**src/sfr_pkg.sv**
```systemverilog
// Layouts assume the packed PicoRV32 bus and at most 32 registers of 32 bits
`default_nettype none

package sfr_pkg;

    // ------------------------------
    // Width types
    // ------------------------------
    typedef logic [31:0] word_t;     // Register contents and bus data
    typedef logic [31:0] addr_t;     // Byte address from the CPU
    typedef logic [3:0]  strb_t;     // One strobe per byte lane
    typedef logic [4:0]  reg_idx_t;  // Register index
    typedef logic [4:0]  bit_idx_t;  // Bit within a register

    // Addressing mode from address bits 8..7
    typedef enum logic [1:0] {
        MODE_WORD    = 2'd0,
        MODE_BIT_SET = 2'd1,
        MODE_BIT_CLR = 2'd2,
        MODE_NONE    = 2'd3   // Reads 0 and drops writes
    } addr_mode_t;

    typedef enum logic [1:0] {
        ST_IDLE  = 2'd0,
        ST_RESP  = 2'd1,      // Command out to the datapath
        ST_GUARD = 2'd2       // Ready cycle and valid is ignored
    } ctrl_state_t;

    // ------------------------------
    // Packed bus words
    // ------------------------------
    localparam int FWD_W = 69;
    localparam int RET_W = 33;

    localparam int FWD_VALID_BIT = 68;
    localparam int FWD_ADDR_MSB  = 67;
    localparam int FWD_ADDR_LSB  = 36;
    localparam int FWD_WDATA_MSB = 35;
    localparam int FWD_WDATA_LSB = 4;
    localparam int FWD_STRB_MSB  = 3;
    localparam int FWD_STRB_LSB  = 0;

    localparam int RET_READY_BIT = 32;
    localparam int RET_RDATA_MSB = 31;
    localparam int RET_RDATA_LSB = 0;

    // ------------------------------
    // Address fields
    // ------------------------------
    localparam int ADDR_BASE_MSB  = 31;
    localparam int ADDR_BASE_LSB  = 24;
    localparam int ADDR_BASE2_MSB = 23;
    localparam int ADDR_BASE2_LSB = 16;
    localparam int ADDR_ZERO_MSB  = 15;  // Must read as zero for a hit
    localparam int ADDR_ZERO_LSB  = 14;
    localparam int ADDR_BREG_MSB  = 13;  // Register index in bit modes
    localparam int ADDR_BREG_LSB  = 9;
    localparam int ADDR_MODE_MSB  = 8;
    localparam int ADDR_MODE_LSB  = 7;
    localparam int ADDR_WREG_MSB  = 6;   // Word register index or bit index
    localparam int ADDR_WREG_LSB  = 2;

endpackage

`default_nettype wire

```
**src/sfr_ctrl.sv**
```systemverilog
// One request at a time, fixed one-cycle response, no wait states; N_REGS from 1 to 32
`timescale 1ns/1ps
`default_nettype none

module sfr_ctrl import sfr_pkg::*; #(
    parameter logic [7:0] BASE_ADDR  = 8'h00,
    parameter logic [7:0] BASE2_ADDR = 8'h00,
    parameter int         N_REGS     = 4
) (
    input  wire             clk,
    input  wire             rst,
    input  wire [FWD_W-1:0] mem_fwd,
    output logic            mem_ready,
    output logic            wr_en,
    output reg_idx_t        wr_reg,
    output word_t           wr_data,
    output strb_t           wr_bytes,
    output logic            bit_op,
    output bit_idx_t        bit_idx,
    output logic            bit_val,
    output logic            rd_en,
    output reg_idx_t        rd_reg,
    output logic            rd_bit_mode,
    output bit_idx_t        rd_bit
);

    // Unpacked request
    logic        mem_valid;
    addr_t       mem_addr;
    word_t       mem_wdata;
    strb_t       mem_wstrb;

    // Decode results
    logic        base_hit;
    addr_mode_t  mode;
    reg_idx_t    sel_reg;
    bit_idx_t    sel_bit;
    logic        cmd_ok;
    logic        accept;

    ctrl_state_t state;

    // ------------------------------
    // Bus unpack and address decode
    // ------------------------------
    assign mem_valid = mem_fwd[FWD_VALID_BIT];
    assign mem_addr  = mem_fwd[FWD_ADDR_MSB:FWD_ADDR_LSB];
    assign mem_wdata = mem_fwd[FWD_WDATA_MSB:FWD_WDATA_LSB];
    assign mem_wstrb = mem_fwd[FWD_STRB_MSB:FWD_STRB_LSB];

    assign base_hit = (mem_addr[ADDR_BASE_MSB:ADDR_BASE_LSB] == BASE_ADDR)
                   && (mem_addr[ADDR_BASE2_MSB:ADDR_BASE2_LSB] == BASE2_ADDR)
                   && (mem_addr[ADDR_ZERO_MSB:ADDR_ZERO_LSB] == 2'b00);

    assign mode    = addr_mode_t'(mem_addr[ADDR_MODE_MSB:ADDR_MODE_LSB]);
    assign sel_bit = mem_addr[ADDR_WREG_MSB:ADDR_WREG_LSB];
    assign sel_reg = (mode == MODE_WORD) ? mem_addr[ADDR_WREG_MSB:ADDR_WREG_LSB]
                                         : mem_addr[ADDR_BREG_MSB:ADDR_BREG_LSB];

    // Out of range or unused mode still answers, just with no command
    assign cmd_ok = (mode != MODE_NONE) && (int'(sel_reg) < N_REGS);
    assign accept = (state == ST_IDLE) && mem_valid && base_hit;

    // ------------------------------
    // Response sequencing
    // ------------------------------
    always_ff @(posedge clk) begin
        if (rst) begin
            state <= ST_IDLE;
        end else begin
            case (state)
                ST_IDLE: begin
                    if (accept) begin
                        state <= ST_RESP;
                    end
                end
                ST_RESP:  state <= ST_GUARD;  // Datapath acts on this edge
                ST_GUARD: state <= ST_IDLE;   // Master still holds valid here
                default:  state <= ST_IDLE;
            endcase
        end
    end

    // Command pulses and ready
    always_ff @(posedge clk) begin
        if (rst) begin
            mem_ready <= 1'b0;
            wr_en     <= 1'b0;
            rd_en     <= 1'b0;
        end else begin
            mem_ready <= (state == ST_RESP);  // Lines up with registered rdata
            wr_en     <= accept && cmd_ok && (mem_wstrb != '0);
            rd_en     <= accept && cmd_ok;
        end
    end

    // Command payload captured once per request
    always_ff @(posedge clk) begin
        if (accept) begin
            wr_reg   <= sel_reg;
            wr_data  <= mem_wdata;
            wr_bytes <= mem_wstrb;
            bit_op   <= (mode != MODE_WORD);
            bit_idx  <= sel_bit;
            bit_val  <= (mode == MODE_BIT_SET);
        end
    end

    // Read side shares the captured fields
    assign rd_reg      = wr_reg;
    assign rd_bit_mode = bit_op;
    assign rd_bit      = bit_idx;

endmodule

`default_nettype wire

```
**src/sfr_regfile.sv**
```systemverilog
// Indices are range checked upstream; reset loads INIT_STATE and strobes last one cycle
`timescale 1ns/1ps
`default_nettype none

module sfr_regfile import sfr_pkg::*; #(
    parameter int                 N_REGS     = 4,
    parameter word_t [N_REGS-1:0] INIT_STATE = '0
) (
    input  wire                 clk,
    input  wire                 rst,
    input  wire                 wr_en,
    input  wire reg_idx_t       wr_reg,
    input  wire word_t          wr_data,
    input  wire strb_t          wr_bytes,
    input  wire                 bit_op,
    input  wire bit_idx_t       bit_idx,
    input  wire                 bit_val,
    output word_t [N_REGS-1:0]  regs_out,
    output word_t [N_REGS-1:0]  wr_str
);

    word_t byte_mask;  // Strobes widened to bits
    word_t bit_mask;   // One-hot for bit modes
    word_t wr_mask;    // Bits touched by this write
    word_t wr_val;     // Value for the touched bits

    // ------------------------------
    // Write mask and value
    // ------------------------------
    always_comb begin
        for (int b = 0; b < 4; b++) begin
            byte_mask[b*8 +: 8] = {8{wr_bytes[b]}};
        end
    end

    assign bit_mask = word_t'(1) << bit_idx;

    always_comb begin
        if (bit_op) begin
            wr_mask = bit_mask;
            wr_val  = {32{bit_val}};   // Set or clear, write data ignored
        end else begin
            wr_mask = byte_mask;
            wr_val  = wr_data;
        end
    end

    // ------------------------------
    // Storage and write strobes
    // ------------------------------
    always_ff @(posedge clk) begin
        wr_str <= '0;                  // Pulse only
        if (rst) begin
            regs_out <= INIT_STATE;
        end else if (wr_en) begin
            for (int r = 0; r < N_REGS; r++) begin
                if (wr_reg == reg_idx_t'(r)) begin
                    // Merge keeps the unmasked bits
                    regs_out[r] <= (regs_out[r] & ~wr_mask) | (wr_val & wr_mask);
                    wr_str[r]   <= wr_mask;
                end
            end
        end
    end

endmodule

`default_nettype wire

```
**src/sfr_read_mux.sv**
```systemverilog
// rdata is registered and stays zero unless rd_en was high the cycle before
`timescale 1ns/1ps
`default_nettype none

module sfr_read_mux import sfr_pkg::*; #(
    parameter int N_REGS = 4
) (
    input  wire                     clk,
    input  wire                     rst,
    input  wire                     rd_en,
    input  wire reg_idx_t           rd_reg,
    input  wire                     rd_bit_mode,
    input  wire bit_idx_t           rd_bit,
    input  wire word_t [N_REGS-1:0] regs_in,
    output word_t                   rdata
);

    word_t sel_word;

    // Register select
    always_comb begin
        sel_word = '0;
        for (int r = 0; r < N_REGS; r++) begin
            if (rd_reg == reg_idx_t'(r)) begin
                sel_word = regs_in[r];
            end
        end
    end

    always_ff @(posedge clk) begin
        if (rst || !rd_en) begin
            rdata <= '0;                              // Bus sees zero outside ready
        end else if (rd_bit_mode) begin
            rdata <= {31'd0, sel_word[rd_bit]};       // Single bit as 0 or 1
        end else begin
            rdata <= sel_word;
        end
    end

endmodule

`default_nettype wire

```
**src/gpio_port.sv**
```systemverilog
// Needs N_REGS of at least 4 and GPIO_W up to 32; pin bits above GPIO_W read as zero
`timescale 1ns/1ps
`default_nettype none

module gpio_port import sfr_pkg::*; #(
    parameter int N_REGS = 4,
    parameter int GPIO_W = 8
) (
    input  wire                     clk,
    input  wire                     rst,
    input  wire word_t [N_REGS-1:0] regs_out,
    input  wire word_t [N_REGS-1:0] wr_str,
    input  wire [GPIO_W-1:0]        gpio_in,
    output word_t [N_REGS-1:0]      regs_in,
    output logic [GPIO_W-1:0]       gpio_out,
    output logic [GPIO_W-1:0]       gpio_oe
);

    // Register map
    localparam int REG_OUT  = 0;
    localparam int REG_OE   = 1;
    localparam int REG_IN   = 2;
    localparam int REG_EDGE = 3;

    logic [GPIO_W-1:0] sync_q1;     // Metastability stage
    logic [GPIO_W-1:0] sync_q2;     // Synchronized pins
    logic [GPIO_W-1:0] sync_q3;     // Previous sample for edges
    logic [GPIO_W-1:0] rise;
    logic [GPIO_W-1:0] edge_flags;

    // ------------------------------
    // Pin drive
    // ------------------------------
    assign gpio_out = regs_out[REG_OUT][GPIO_W-1:0];
    assign gpio_oe  = regs_out[REG_OE][GPIO_W-1:0];

    // ------------------------------
    // Input sync and edge flags
    // ------------------------------
    always_ff @(posedge clk) begin
        if (rst) begin
            sync_q1 <= '0;
            sync_q2 <= '0;
            sync_q3 <= '0;
        end else begin
            sync_q1 <= gpio_in;
            sync_q2 <= sync_q1;
            sync_q3 <= sync_q2;
        end
    end

    assign rise = sync_q2 & ~sync_q3;

    // Any write strobe on EDGE clears that flag
    always_ff @(posedge clk) begin
        if (rst) begin
            edge_flags <= '0;
        end else begin
            edge_flags <= (edge_flags & ~wr_str[REG_EDGE][GPIO_W-1:0]) | rise;  // Set wins
        end
    end

    // ------------------------------
    // Readback vector
    // ------------------------------
    always_comb begin
        regs_in = regs_out;                          // Spare registers read as stored
        regs_in[REG_OUT]               = '0;
        regs_in[REG_OUT][GPIO_W-1:0]   = gpio_out;
        regs_in[REG_OE]                = '0;
        regs_in[REG_OE][GPIO_W-1:0]    = gpio_oe;
        regs_in[REG_IN]                = '0;
        regs_in[REG_IN][GPIO_W-1:0]    = sync_q2;   // Pins, not the stored word
        regs_in[REG_EDGE]              = '0;
        regs_in[REG_EDGE][GPIO_W-1:0]  = edge_flags;
    end

endmodule

`default_nettype wire

```
**src/sfr_gpio_top.sv**
```systemverilog
// Packed PicoRV32 bus on the ports; ready after two edges; N_REGS at least 4
`timescale 1ns/1ps
`default_nettype none

module sfr_gpio_top import sfr_pkg::*; #(
    parameter logic [7:0]         BASE_ADDR  = 8'h40,
    parameter logic [7:0]         BASE2_ADDR = 8'h01,
    parameter int                 N_REGS     = 4,
    parameter word_t [N_REGS-1:0] INIT_STATE = '0,
    parameter int                 GPIO_W     = 8
) (
    input  wire              clk,
    input  wire              rst,
    input  wire [FWD_W-1:0]  mem_fwd,
    output logic [RET_W-1:0] mem_ret,
    input  wire [GPIO_W-1:0] gpio_in,
    output logic [GPIO_W-1:0] gpio_out,
    output logic [GPIO_W-1:0] gpio_oe
);

    // Controller to datapath
    logic               mem_ready;
    logic               wr_en;
    reg_idx_t           wr_reg;
    word_t              wr_data;
    strb_t              wr_bytes;
    logic               bit_op;
    bit_idx_t           bit_idx;
    logic               bit_val;
    logic               rd_en;
    reg_idx_t           rd_reg;
    logic               rd_bit_mode;
    bit_idx_t           rd_bit;

    // Datapath
    word_t              rdata;
    word_t [N_REGS-1:0] regs_out;
    word_t [N_REGS-1:0] wr_str;
    word_t [N_REGS-1:0] regs_in;

    // Return word
    assign mem_ret[RET_READY_BIT]               = mem_ready;
    assign mem_ret[RET_RDATA_MSB:RET_RDATA_LSB] = rdata;

    sfr_ctrl #(
        .BASE_ADDR  (BASE_ADDR),
        .BASE2_ADDR (BASE2_ADDR),
        .N_REGS     (N_REGS)
    ) u_ctrl (
        .clk         (clk),
        .rst         (rst),
        .mem_fwd     (mem_fwd),
        .mem_ready   (mem_ready),
        .wr_en       (wr_en),
        .wr_reg      (wr_reg),
        .wr_data     (wr_data),
        .wr_bytes    (wr_bytes),
        .bit_op      (bit_op),
        .bit_idx     (bit_idx),
        .bit_val     (bit_val),
        .rd_en       (rd_en),
        .rd_reg      (rd_reg),
        .rd_bit_mode (rd_bit_mode),
        .rd_bit      (rd_bit)
    );

    sfr_regfile #(
        .N_REGS     (N_REGS),
        .INIT_STATE (INIT_STATE)
    ) u_regfile (
        .clk      (clk),
        .rst      (rst),
        .wr_en    (wr_en),
        .wr_reg   (wr_reg),
        .wr_data  (wr_data),
        .wr_bytes (wr_bytes),
        .bit_op   (bit_op),
        .bit_idx  (bit_idx),
        .bit_val  (bit_val),
        .regs_out (regs_out),
        .wr_str   (wr_str)
    );

    sfr_read_mux #(
        .N_REGS (N_REGS)
    ) u_read_mux (
        .clk         (clk),
        .rst         (rst),
        .rd_en       (rd_en),
        .rd_reg      (rd_reg),
        .rd_bit_mode (rd_bit_mode),
        .rd_bit      (rd_bit),
        .regs_in     (regs_in),
        .rdata       (rdata)
    );

    gpio_port #(
        .N_REGS (N_REGS),
        .GPIO_W (GPIO_W)
    ) u_gpio (
        .clk      (clk),
        .rst      (rst),
        .regs_out (regs_out),
        .wr_str   (wr_str),
        .gpio_in  (gpio_in),
        .regs_in  (regs_in),
        .gpio_out (gpio_out),
        .gpio_oe  (gpio_oe)
    );

endmodule

`default_nettype wire

```
**config.mk**
```make
export PLATFORM = sky130hd
export DESIGN_NAME = sfr_gpio_top
export DESIGN_NICKNAME = d
export VERILOG_FILES = /design/src/sfr_pkg.sv /design/src/sfr_ctrl.sv /design/src/sfr_regfile.sv /design/src/sfr_read_mux.sv /design/src/gpio_port.sv /design/src/sfr_gpio_top.sv
export SDC_FILE = /design/constraint.sdc
export NUM_CORES = 1
export LEC_CHECK = 0
export BUFFER_PORTS_ARGS = -buffer_cell sky130_fd_sc_hd__buf_2
export CAP_MARGIN = 5
export CORE_MARGIN = 4
export CORE_UTILIZATION = 50
export CTS_CLUSTER_DIAMETER = 40
export CTS_CLUSTER_SIZE = 16
export DETAILED_ROUTE_END_ITERATION = 8
export PLACE_DENSITY_LB_ADDON = 0.25
export SYNTH_ARGS = -nofsm -noshare
export SYNTH_HDL_FRONTEND = slang
export SYNTH_SLANG_ARGS = --single-unit
```
**constraint.sdc**
```tcl
create_clock -name clk -period 3.6 [get_ports clk]
set_clock_uncertainty 0.1 [all_clocks]
set_input_delay 0.72 -clock clk [delete_from_list [all_inputs] [get_ports clk]]
set_output_delay 0.72 -clock clk [all_outputs]
set_load 0.02 [all_outputs]
```
== Word level (Yosys, flattened, before mapping) ==
Index checks and enable logic that the tools add are counted.
Word-level totals
  ROM bits: 0
  memory bits (writable): 0
  memories: 0
  bits in latches: 0
  logic and storage cells: 75
  register bits after elaboration: 165
  input port bits: 79
Cells by class
  divide/modulo/power cells: 0
  add/sub/neg operators: 0
  shift-type cells: 1
  reduce and logical (&&, ||, !) cells: 19
  mux-type cells: 12
  bitwise gates (word level): 13
  order comparisons: 2
  equality and inequality tests: 9
  $mul: 0
Operators by type and width (number)
  $and A32 B32 Y32: 3
  $mux W32: 2
  $or A32 B32 Y32: 2
  $mux W8: 4
  $not A32 Y32: 1
  $shl A1 B5 Y32 const A: 1
  $and A8 B8 Y8: 2
  $not A8 Y8: 2
  $eq A5 B2 Y1 const B: 2
  $eq A8 B1 Y1 const B: 1
  $eq A8 B7 Y1 const B: 1
  $or A8 B8 Y8: 1
  $logic_and A1 B1 Y1: 7
  $logic_not A2 Y1: 3
  $lt A5 B6 Y1 const B: 1
  $bmux W1 S5: 1
  $eq A5 B1 Y1 const B: 1
  $logic_not A5 Y1: 1
  $lt A5 B3 Y1 const B: 1
  $mux W5: 1
  $eq A2 B1 Y1 const B: 2
  $pmux W2 S2: 1
  $reduce_and A2 Y1: 2
  $reduce_bool A4 Y1: 1
  10 further kinds: 12

== Depth between registers and ports, before layout ==
Gate-level depths: netlist of run 1.
  depth in word-level cells: 8
  gate-level depth with buffers: 6
  gate-level depth less buffers: 4

== Cells and area by module ==
Synthesis of run 1 repeated with hierarchy kept, for this count alone.
Unflattened totals
  cells, all modules: 1463
  area total of the unflattened synthesis: 15200.8 sq um
By module, submodules not included
  sfr_regfile: times used 1, cells each 999, area each 9407.8 sq um, sequential area each 5124.9 sq um
  sfr_read_mux: times used 1, cells each 159, area each 2026.9 sq um, sequential area each 640.6 sq um
  gpio_port: times used 1, cells each 212, area each 1921.8 sq um, sequential area each 640.6 sq um
  sfr_ctrl: times used 1, cells each 92, area each 1836.8 sq um, sequential area each 1541.5 sq um
  sfr_gpio_top: times used 1, cells each 1, area each 7.5 sq um, sequential area each 0.0 sq um

== Worst setup path after synthesis of run 1 ==
No wires, ideal clock.
  path type: input -> register
  start point: input port mem_fwd[53]
  end point: register u_ctrl.bit_idx[0], enable pin
  path buffers: 0
  library setup time: 0.399 ns
  slack: 1.029 ns
  stages on the path: 3
  arrival: 2.072 ns
  path through: nor4bb_1 > nand4_1 > nor2_1
Between the ends
  word-level cells in the longest chain between the ends: 4
Ends and longest elaborated chain
  from (decl): RTL line sfr_gpio_top.sv:14  | input wire [FWD_W-1:0] mem_fwd,
  $eq A8 B1 Y1: RTL line sfr_ctrl.sv:52  | && (mem_addr[ADDR_BASE2_MSB:ADDR_BASE2_LSB] == BASE2_ADDR)
  $logic_and A1 B1 Y1: RTL line sfr_ctrl.sv:52
  $logic_and A1 B1 Y1: RTL line sfr_ctrl.sv:53  | && (mem_addr[ADDR_ZERO_MSB:ADDR_ZERO_LSB] == 2'b00);
  $logic_and A1 B1 Y1: RTL line sfr_ctrl.sv:62  | assign accept = (state == ST_IDLE) && mem_valid && base_hit;
  via u_ctrl.accept: RTL line sfr_ctrl.sv:39  | logic accept;
  to (signal assigned): RTL line sfr_ctrl.sv:104  | bit_idx <= sel_bit;
  to (decl): RTL line sfr_ctrl.sv:19  | output bit_idx_t bit_idx,
The timed path passes the listed nets, and every way through them passes these cells.
A chain may end at the register's enable or synchronous reset.

== Final worst setup path of run 1 ==
  start point: register u_ctrl.wr_reg[0] (netlist: u_ctrl.rd_reg[0])
  end point: register u_read_mux.rdata[0]
Between the ends
  word-level cells in the longest chain between the ends: 8
  elaborated cells between the ends (all ways): 11
  those cells by class: 3 x eq/ne; 7 x mux; 1 x reduce/logical
Ends and longest elaborated chain
  from (decl): RTL line sfr_ctrl.sv:15  | output reg_idx_t wr_reg,
  from (signal assigned): RTL line sfr_ctrl.sv:100  | wr_reg <= sel_reg;
  $logic_not A5 Y1: RTL line sfr_read_mux.sv:24  | if (rd_reg == reg_idx_t'(r)) begin
  $mux W8 (3 in a row): RTL line sfr_read_mux.sv:24
  $mux W8 (*): RTL line sfr_read_mux.sv:24
  $bmux W1 S5: RTL line sfr_read_mux.sv:34  | rdata <= {31'd0, sel_word[rd_bit]};
  $mux W1 (not written as such): RTL line sfr_read_mux.sv:34
  $mux W1 (*): RTL line sfr_read_mux.sv:33  | end else if (rd_bit_mode) begin
  to (signal assigned): RTL line sfr_read_mux.sv:34
  to (signal assigned): RTL line sfr_read_mux.sv:36  | rdata <= sel_word;
  to (decl): RTL line sfr_read_mux.sv:15  | output word_t rdata
Every way passes the cells marked *; elsewhere a longest branch is shown, timed or not. The select of a mux whose other input is x is not followed.

==> flow_metrics.tcl, run 1 <==
set metrics [dict create \
    die_area_um2 9105 \
    hold_viol 0 \
    drive_gt1_share_pct 25.47 \
    critical_path.endpoint_type "flip-flop" \
    cts_buffers 9 \
    worstMarginPinSlew_ps 1043 \
    post_cts_buffers 0 \
    crit_fanout 13 \
    max_stage_delay_ps 710 \
    synth_edf_count 21 \
    antenna_found_initial 0 \
    rows 31 \
    drtIter0Drc 135 \
    setup_viol 0 \
    cp_data_required_time_ps 3740 \
    grt-ovfl-total 0 \
    grt_max_degree 49 \
    num-nets-final 498 \
    ys_seq_area_share_pct 52.65 \
    final_common_cell "buf_2" \
    status "finished clean" \
    ys_async_sr_fraction_pct 0 \
    drt-total-wl_mm 7.747 \
    place_inst 507 \
    fin_ws_ps 1304 \
    finalCritPeriodShare_pct 63.79 \
    critPathBufInv 0 \
    cts_buffer_depth 2 \
    arrival_ps 2430 \
    relSlewSlack_pct 29.96 \
    cp_cell_sequence "mux4_1 -> mux4_1 -> nand4_1 -> a211oi_1" \
    pre_cts_ws_ps 1255 \
    irDropWorstVdd_uv 221.8 \
    grt_util_all_layers_pct 17.80 \
    syn_area_per_cell_um2 10.50 \
    antenna_cells 0 \
    fin_crit_ps 2296 \
    io_buffers 77 \
    cpMostUsedCell "mux4_1" \
    place_hpwl_mm 5.789 \
    core_area_um2 7331 \
    grt_pass1_vias 2449 \
    die-width_um 95.42 \
    finalNonFillerCells 523 \
    fin_setup_tns_ps 0 \
    drv_cap 0 \
    yosysUniqueCellTypes 42 \
    fmax_mhz 435.5 \
    vias_per_cell 5.124 \
    num_vias 2680 \
    final_max_slew_viol_count 0 \
    die_h_um 95.42 \
    routedWlPerCell_um 14.81 \
    final_cell_mix "buf_2, dfxtp_1, nor3_1" \
    drt_first_pass_iters 4 \
    ys.flop_type "dfxtp_1" \
    synth-seq-cells 90 \
    start_kind "flip-flop" \
    start_util_pct 52.12 \
    io_pins 128 \
    cpMaxStageDelayCell "edfxtp_1" \
    gp_congestion 0.9312 \
    cts_resized 0 \
    syn-cell-area_um2 3821 \
    power_density_nw_per_um2 435.4 \
    path_clk_slew_ps 80 \
    holdCritPathClass "reg2reg" \
    utilization_pct 58.08 \
    clock_latency_ps 360 \
    htreeDepth 3 \
    synthCells 364 \
    rsz0062_at_grt "no" \
    hold_buffers 0 \
    cp_top_family "multiplexers" \
    hold_ws_ps 339.0 \
    clock-sinks 90 \
    drcViolationCount 0 \
    ant_nets 0 \
    p_leak_nw 1.727 \
    area_delta_synth_final_pct 11.43 \
    critical_path_class "reg2reg" \
    yosys_warnings 0 \
    cts_tree "yes" \
    cts-root-buf "clkbuf_8" \
    grt_first_pass_wirelength_mm 12.06 \
]
-- per-stage QoR --
step	area, um2	power [mW]
global route	4258	1.930
CTS	4258	1.874
detailed placement	4049	1.170
global placement	4049	1.167
floorplan	3908	1.151
finish	4258	1.854
-- path summary, 6_finish.rpt --
path                                 from                             end  slack (ps)  cells after the start
max            u_ctrl.rd_reg[0]$_DFFE_PP_  u_read_mux.rdata[0]$_SDFF_PP0_        1300                      4
max reg2reg    u_ctrl.rd_reg[0]$_DFFE_PP_  u_read_mux.rdata[0]$_SDFF_PP0_        1300                      4
min reg2reg  u_gpio.sync_q1[1]$_SDFF_PP0_    u_gpio.sync_q2[1]$_SDFF_PP0_         340                      1
min          u_gpio.sync_q1[1]$_SDFF_PP0_    u_gpio.sync_q2[1]$_SDFF_PP0_         340                      1
-- report_power, final --
| part | switching [mW] | internal (mW) | total [mW] |
|---|---|---|---|
| clock network | 0.326 | 0.382 | 0.708 |
| logic | 0.0530 | 0.0403 | 0.0933 |
| registers | 0.00614 | 1.05 | 1.05 |
-- cell families (layout without fill, tap and decap cells) --
group           Yosys count  after routing  synth area share [%]
simple gates            137            137                 21.58
flops                    90             90                 52.65
buf+inv                  67            104                 10.90
mux                      14             14                 7.073
other cells               1             24               0.09814
compound gates           55             55                 7.695
-- cells in the mapped netlist, types with 3 or more instances --
library cell | number | area share, %
dfxtp_1 | 69 | 36
buf_4 | 41 | 8.1
nor3_1 | 36 | 4.7
a21oi_1 | 31 | 4.1
nor2b_1 | 29 | 4.7
edfxtp_1 | 21 | 17
nand2b_1 | 20 | 3.3
o21ai_0 | 16 | 2.1
nor2_1 | 14 | 1.4
clkbuf_1 | 13 | 1.3
inv_1 | 9 | 0.88
and3_1 | 8 | 1.3
mux4_2 | 6 | 3.5
mux2_2 | 5 | 1.5
nor4_1 | 5 | 0.82
nand2_1 | 4 | 0.39
nor3b_1 | 4 | 0.79
mux4_1 | 3 | 2.1
-- worst register-to-register path: cells and delay by family (launching register included) --
family	cells	cell delay, ps
AO/OA/AOI/OAI	1	70
flip-flops	1	710
AND/OR/NAND/NOR	1	100
multiplexers	2	1200
-- layout make-up --
cell class                 count  area, um2
fill                         625       3073
sequential                    90       2012
multi-input combinational    230       1479
timing repair buffer          79      400.4
clock buffer                  14      173.9
tap                           99      123.9
clock inverter                 2      35.03
inverter                       9      33.78
-- per-layer routing --
| metal | up-vias | track usage (%) | share of wire (%) |
|---|---|---|---|
| met5 | - | 0 | 0 |
| met4 | 0 | 9.123 | 2.7 |
| met3 | 18 | 3.473 | 6.5 |
| met2 | 85 | 27.81 | 48 |
| met1 | 1250 | 23.51 | 43 |
| li1 | 1327 | - | - |
No activity file was read; power rests on OpenSTA's default activity.
==> inputs of run 2 (changes only) <==
- clock period: 3.6 -> 2.36 ns (I/O delays scaled with it)
==> flow_metrics.tcl, run 2 (same netlist as run 1, synthesis figures left out) <==
set metrics [dict create \
    path_clk_slew_ps 80 \
    switching_power_mw 0.5672 \
    critical_path_class "reg2reg" \
    hold_ws_ps 193.5 \
    power_density_nw_per_um2 639.9 \
    pre_cts_ws_ps 166.1 \
    fmax_mhz 458.6 \
    core_area_um2 7331 \
    final_max_slew_viol_count 0 \
    io_buffers 77 \
    num-nets-final 506 \
    die_h_um 95.42 \
    globalRouteMet1Util_pct 23.20 \
    grt_first_pass_wirelength_mm 11.92 \
    setup_viol 0 \
    num_vias 2695 \
    fin_ws_ps 179.2 \
    worstMarginPinSlew_ps 635.3 \
    worst_hold_startpoint "mem_fwd[10]" \
    drcViolationCount 0 \
    clock_latency_ps 350 \
    htreeDepth 3 \
    place_inst 515 \
    antenna_found_initial 0 \
    cts_buffers 9 \
    crit_fanout 6 \
    busiest_layer "met2" \
    die-width_um 95.42 \
    internal_power_mw 2.190 \
    grt_max_degree 29 \
    start_util_pct 52.12 \
    multi_input_area_um2 1479 \
    clock-sinks 90 \
    drv_cap 0 \
    antenna_cells 0 \
    cts_buffer_depth 2 \
    rr_startpoint "u_ctrl.rd_reg[0]$_DFFE_PP_" \
    arrival_ps 2300 \
    drtIter0Drc 207 \
    place_hpwl_mm 5.815 \
    holdCritPathClass "in2reg" \
    post_cts_buffers 0 \
    clock_power_share_pct 36.5 \
    p_leak_nw 1.769 \
    total_power_mw 2.757 \
    gp_congestion 0.9035 \
    routedWlPerCell_um 14.21 \
    drt_first_pass_iters 4 \
    grt_pass1_vias 2506 \
    p_comb_share_pct 5.2 \
    finalNonFillerCells 530 \
    fill_cells 661 \
    rows 31 \
    final_common_cell "buf_2" \
    hold_viol 0 \
    met2_usage_pct 26.24 \
    irDropWorstVdd_uv 427.4 \
    final_cell_mix "buf_2, dfxtp_1, nor3_1" \
    cp-startpoint "u_ctrl.rd_reg[0]$_DFFE_PP_" \
    io_pins 128 \
    hold_buffers 0 \
    seq_power_share_pct 58.3 \
    fin_setup_tns_ps 0 \
    start_kind "flip-flop" \
    drt-total-wl_mm 7.531 \
    die_area_um2 9105 \
    cts_tree "yes" \
    grt-ovfl-total 0 \
    switching_share_pct 20.57 \
    status "finished clean" \
    critical_path.endpoint_type "flip-flop" \
    fin_crit_ps 2181 \
    relSlewSlack_pct 57.07 \
    seqCellArea_um2 2012 \
    vias_per_cell 5.085 \
    area_delta_synth_final_pct 12.77 \
    cts_resized 0 \
    grt_util_all_layers_pct 17.24 \
    ant_nets 0 \
    finalCritPeriodShare_pct 92.41 \
    cp_data_required_time_ps 2480 \
    cts-root-buf "clkbuf_8" \
    grt_util_met3_pct 4.499 \
    drive_gt1_share_pct 27.38 \
    rsz0062_at_grt "no" \
]
## run 2: changes by cell type in the layout (fill, tap and decap cells not counted)
cell / previous run / this run
buf_4: 2 / 10
bufinv_16: 1 / 0
clkbuf_2: 0 / 1
clkbuf_8: 10 / 12
clkbuf_1: 3 / 0
## run 2: layout make-up
class | count | area share [%]
clock inverter | 1 | 0.1161
tap | 99 | 2.875
timing repair buffer | 87 | 10.69
clock buffer | 14 | 4.530
multi-input combinational | 230 | 34.32
sequential | 90 | 46.69
inverter | 9 | 0.7840
## run 2: metal layers
metal	part of all wire, %	wire length, um
met2	47	3536
met5	0	0
met3	7.8	589
met4	2.2	166
met1	43	3238
## run 2: final timing paths
check / endpoint / depth (start not counted) / slack, ps
min: u_ctrl.wr_data[6]$_DFFE_PP_ / 1 / 190
max: u_read_mux.rdata[0]$_SDFF_PP0_ / 4 / 180
max reg2reg: u_read_mux.rdata[0]$_SDFF_PP0_ / 4 / 180
min reg2reg: u_gpio.sync_q2[6]$_SDFF_PP0_ / 1 / 340
## run 2: power by group through the flow
stage / clock [mW] / sequential (mW) / combinational (mW)
final: 1.01 / 1.61 / 0.143
after global routing: 1.11 / 1.61 / 0.159
after global placement: 0 / 1.64 / 0.140
after CTS: 1.04 / 1.61 / 0.144
after floorplan: 0 / 1.64 / 0.117
after detailed placement: 0 / 1.64 / 0.144
## run 2: critical path: stages, from the launching register on
cell	delay, ps
edfxtp_1	560
mux4_1	680
mux4_1	530
nand4_1	110
a211oi_1	70
## run 2: through the flow
stage | instance area [um2] | utilization [%]
2_1_floorplan | 3908 | -
6_report | 4309 | 58.78
5_1_grt | 4309 | 58.78
3_5_place_dp | 4109 | 56.05
4_1_cts | 4309 | 58.78
3_3_place_gp | 4109 | 56.05
==> inputs of run 3 (changes only) <==
- ABC_AREA: unset -> 1
==> flow_metrics.tcl, run 3 <==
set metrics [dict create \
    critPathBufInv 2 \
    grt_first_pass_wirelength_mm 12.79 \
    finalNonFillerCells 618 \
    cts_tree "yes" \
    crit_fanout 13 \
    cp_top_family "simple AND/OR/NAND/NOR gates" \
    grt_util_all_layers_pct 18.44 \
    fmax_mhz 501.8 \
    start_util_pct 52.59 \
    fin_crit_ps 1993 \
    max_stage_delay_ps 420 \
    arrival_ps 2190 \
    hold_buffers 0 \
    core_area_um2 7408 \
    rows 31 \
    syn-cell-area_um2 3896 \
    finalCritPeriodShare_pct 84.44 \
    cpMaxStageDelayCell "edfxtp_1" \
    grt_pass1_vias 2820 \
    post_cts_buffers 0 \
    irDropWorstVdd_uv 358.6 \
    yosysUniqueCellTypes 31 \
    io_buffers 77 \
    drcViolationCount 0 \
    cts_buffer_depth 2 \
    htreeDepth 3 \
    fin_area_um2 4372 \
    drt-total-wl_mm 8.068 \
    antenna_found_initial 0 \
    io_pins 128 \
    power_density_nw_per_um2 657.8 \
    place_inst 602 \
    ys.flop_type "dfxtp_1" \
    holdCritPathClass "in2reg" \
    critical_path.endpoint_type "flip-flop" \
    gp_congestion 0.8964 \
    drv_cap 0 \
    synthCells 451 \
    area_delta_synth_final_pct 12.20 \
    clock-sinks 90 \
    utilization_pct 59.01 \
    ys_async_sr_fraction_pct 0 \
    place_hpwl_mm 6.082 \
    synth_top_area_share_pct 35.45 \
    routedWlPerCell_um 13.06 \
    final_max_slew_viol_count 0 \
    clock_latency_ps 360 \
    cts-root-buf "clkbuf_8" \
    synthTopCellsByCount "nand2_1, dfxtp_1, inv_1" \
    die_h_um 96.28 \
    grt-ovfl-total 0 \
    place_area_um2 4148 \
    yosys_warnings 0 \
    start_kind "flip-flop" \
    num-nets-final 593 \
    drtIter0Drc 143 \
    vias_per_cell 4.961 \
    synth_edf_count 21 \
    num_vias 3066 \
    hold_viol 0 \
    rsz0062_at_grt "no" \
    drive_gt1_share_pct 22.35 \
    yosysMostFrequentCell "nand2_1" \
    synth-seq-cells 90 \
    p_leak_nw 1.924 \
    grt_max_degree 38 \
    ys_seq_area_share_pct 51.64 \
    fin_setup_tns_ps 0 \
    die_area_um2 9269 \
    cp_data_required_time_ps 2550 \
    syn_area_per_cell_um2 8.639 \
    path_clk_slew_ps 80 \
    cts_buffers 9 \
    ant_nets 0 \
    setup_viol 0 \
    synth_area_leaders "dfxtp_1, edfxtp_1, buf_4" \
    antenna_cells 0 \
    synth.largest_area_cell "dfxtp_1" \
    final_cell_mix "buf_2, nand2_1, dfxtp_1" \
    final_common_cell "buf_2" \
    die-width_um 96.28 \
    critical_path_class "reg2reg" \
    cp_cell_sequence "nor2_4 -> buf_4 -> nand3_2 -> clkinv_2 -> nand2_1 -> nand3_1 -> nand3_1 -> a21oi_1 -> nand2_1 -> a21oi_2" \
    drt_first_pass_iters 5 \
    status "finished clean" \
    cts_resized 0 \
]
==> run 3: power breakdown <==
group          internal [mW]  total [mW]  leakage [nW]  switching (mW)
registers               1.60        1.61         0.749         0.00828
logic                 0.0492       0.137          1.06          0.0879
clock network          0.617        1.13         0.110           0.515
total                   2.26        2.88          1.92           0.612
==> run 3: final timing paths <==
kind,from,endpoint,slack (ps),depth (start not counted)
max,u_ctrl.rd_reg[3]$_DFFE_PP_,u_read_mux.rdata[0]$_SDFF_PP0_,370,10
min,mem_fwd[4],u_ctrl.wr_data[0]$_DFFE_PP_,190,1
max reg2reg,u_ctrl.rd_reg[3]$_DFFE_PP_,u_read_mux.rdata[0]$_SDFF_PP0_,370,10
min reg2reg,u_gpio.sync_q1[2]$_SDFF_PP0_,u_gpio.sync_q2[2]$_SDFF_PP0_,300,2
==> run 3: cells by family (layout without fill, tap and decap cells) <==
group,count (synthesis),count (layout),synth area share (%)
AOI/OAI and AO/OA,56,56,9.441
buffers and inverters,118,163,16.47
DFF,90,90,51.64
other,1,24,0.09625
and+or+nand+nor,186,186,22.35
==> run 3: area by class of cell <==
class	instances	area, um2
Tap cell	99	123.9
Multi-Input combinational cell	266	1344
Inverter	65	245.2
Fill cell	678	3037
Sequential cell	90	2012
Timing Repair Buffer	82	422.9
Clock buffer	13	181.4
Clock inverter	3	42.54
==> run 3: metrics by stage <==
step,worst slack (ps),total power [mW],hold WS (ps)
floorplan,192.6,1.752,288.3
global placement,412.4,1.775,293.1
detailed placement,389.6,1.779,293.5
CTS,369.2,2.898,174.9
global route,183.1,2.979,168.8
finish,367.3,2.876,187.1
==> run 3: per-layer routing <==
layer  vias to the layer above  track usage, %  wire length, um
met4                         0           9.242              189
met2                       105           30.07             3890
met3                        17           3.831              545
li1                       1541               -                -
met5                         -               0                0
met1                      1403           23.02             3442
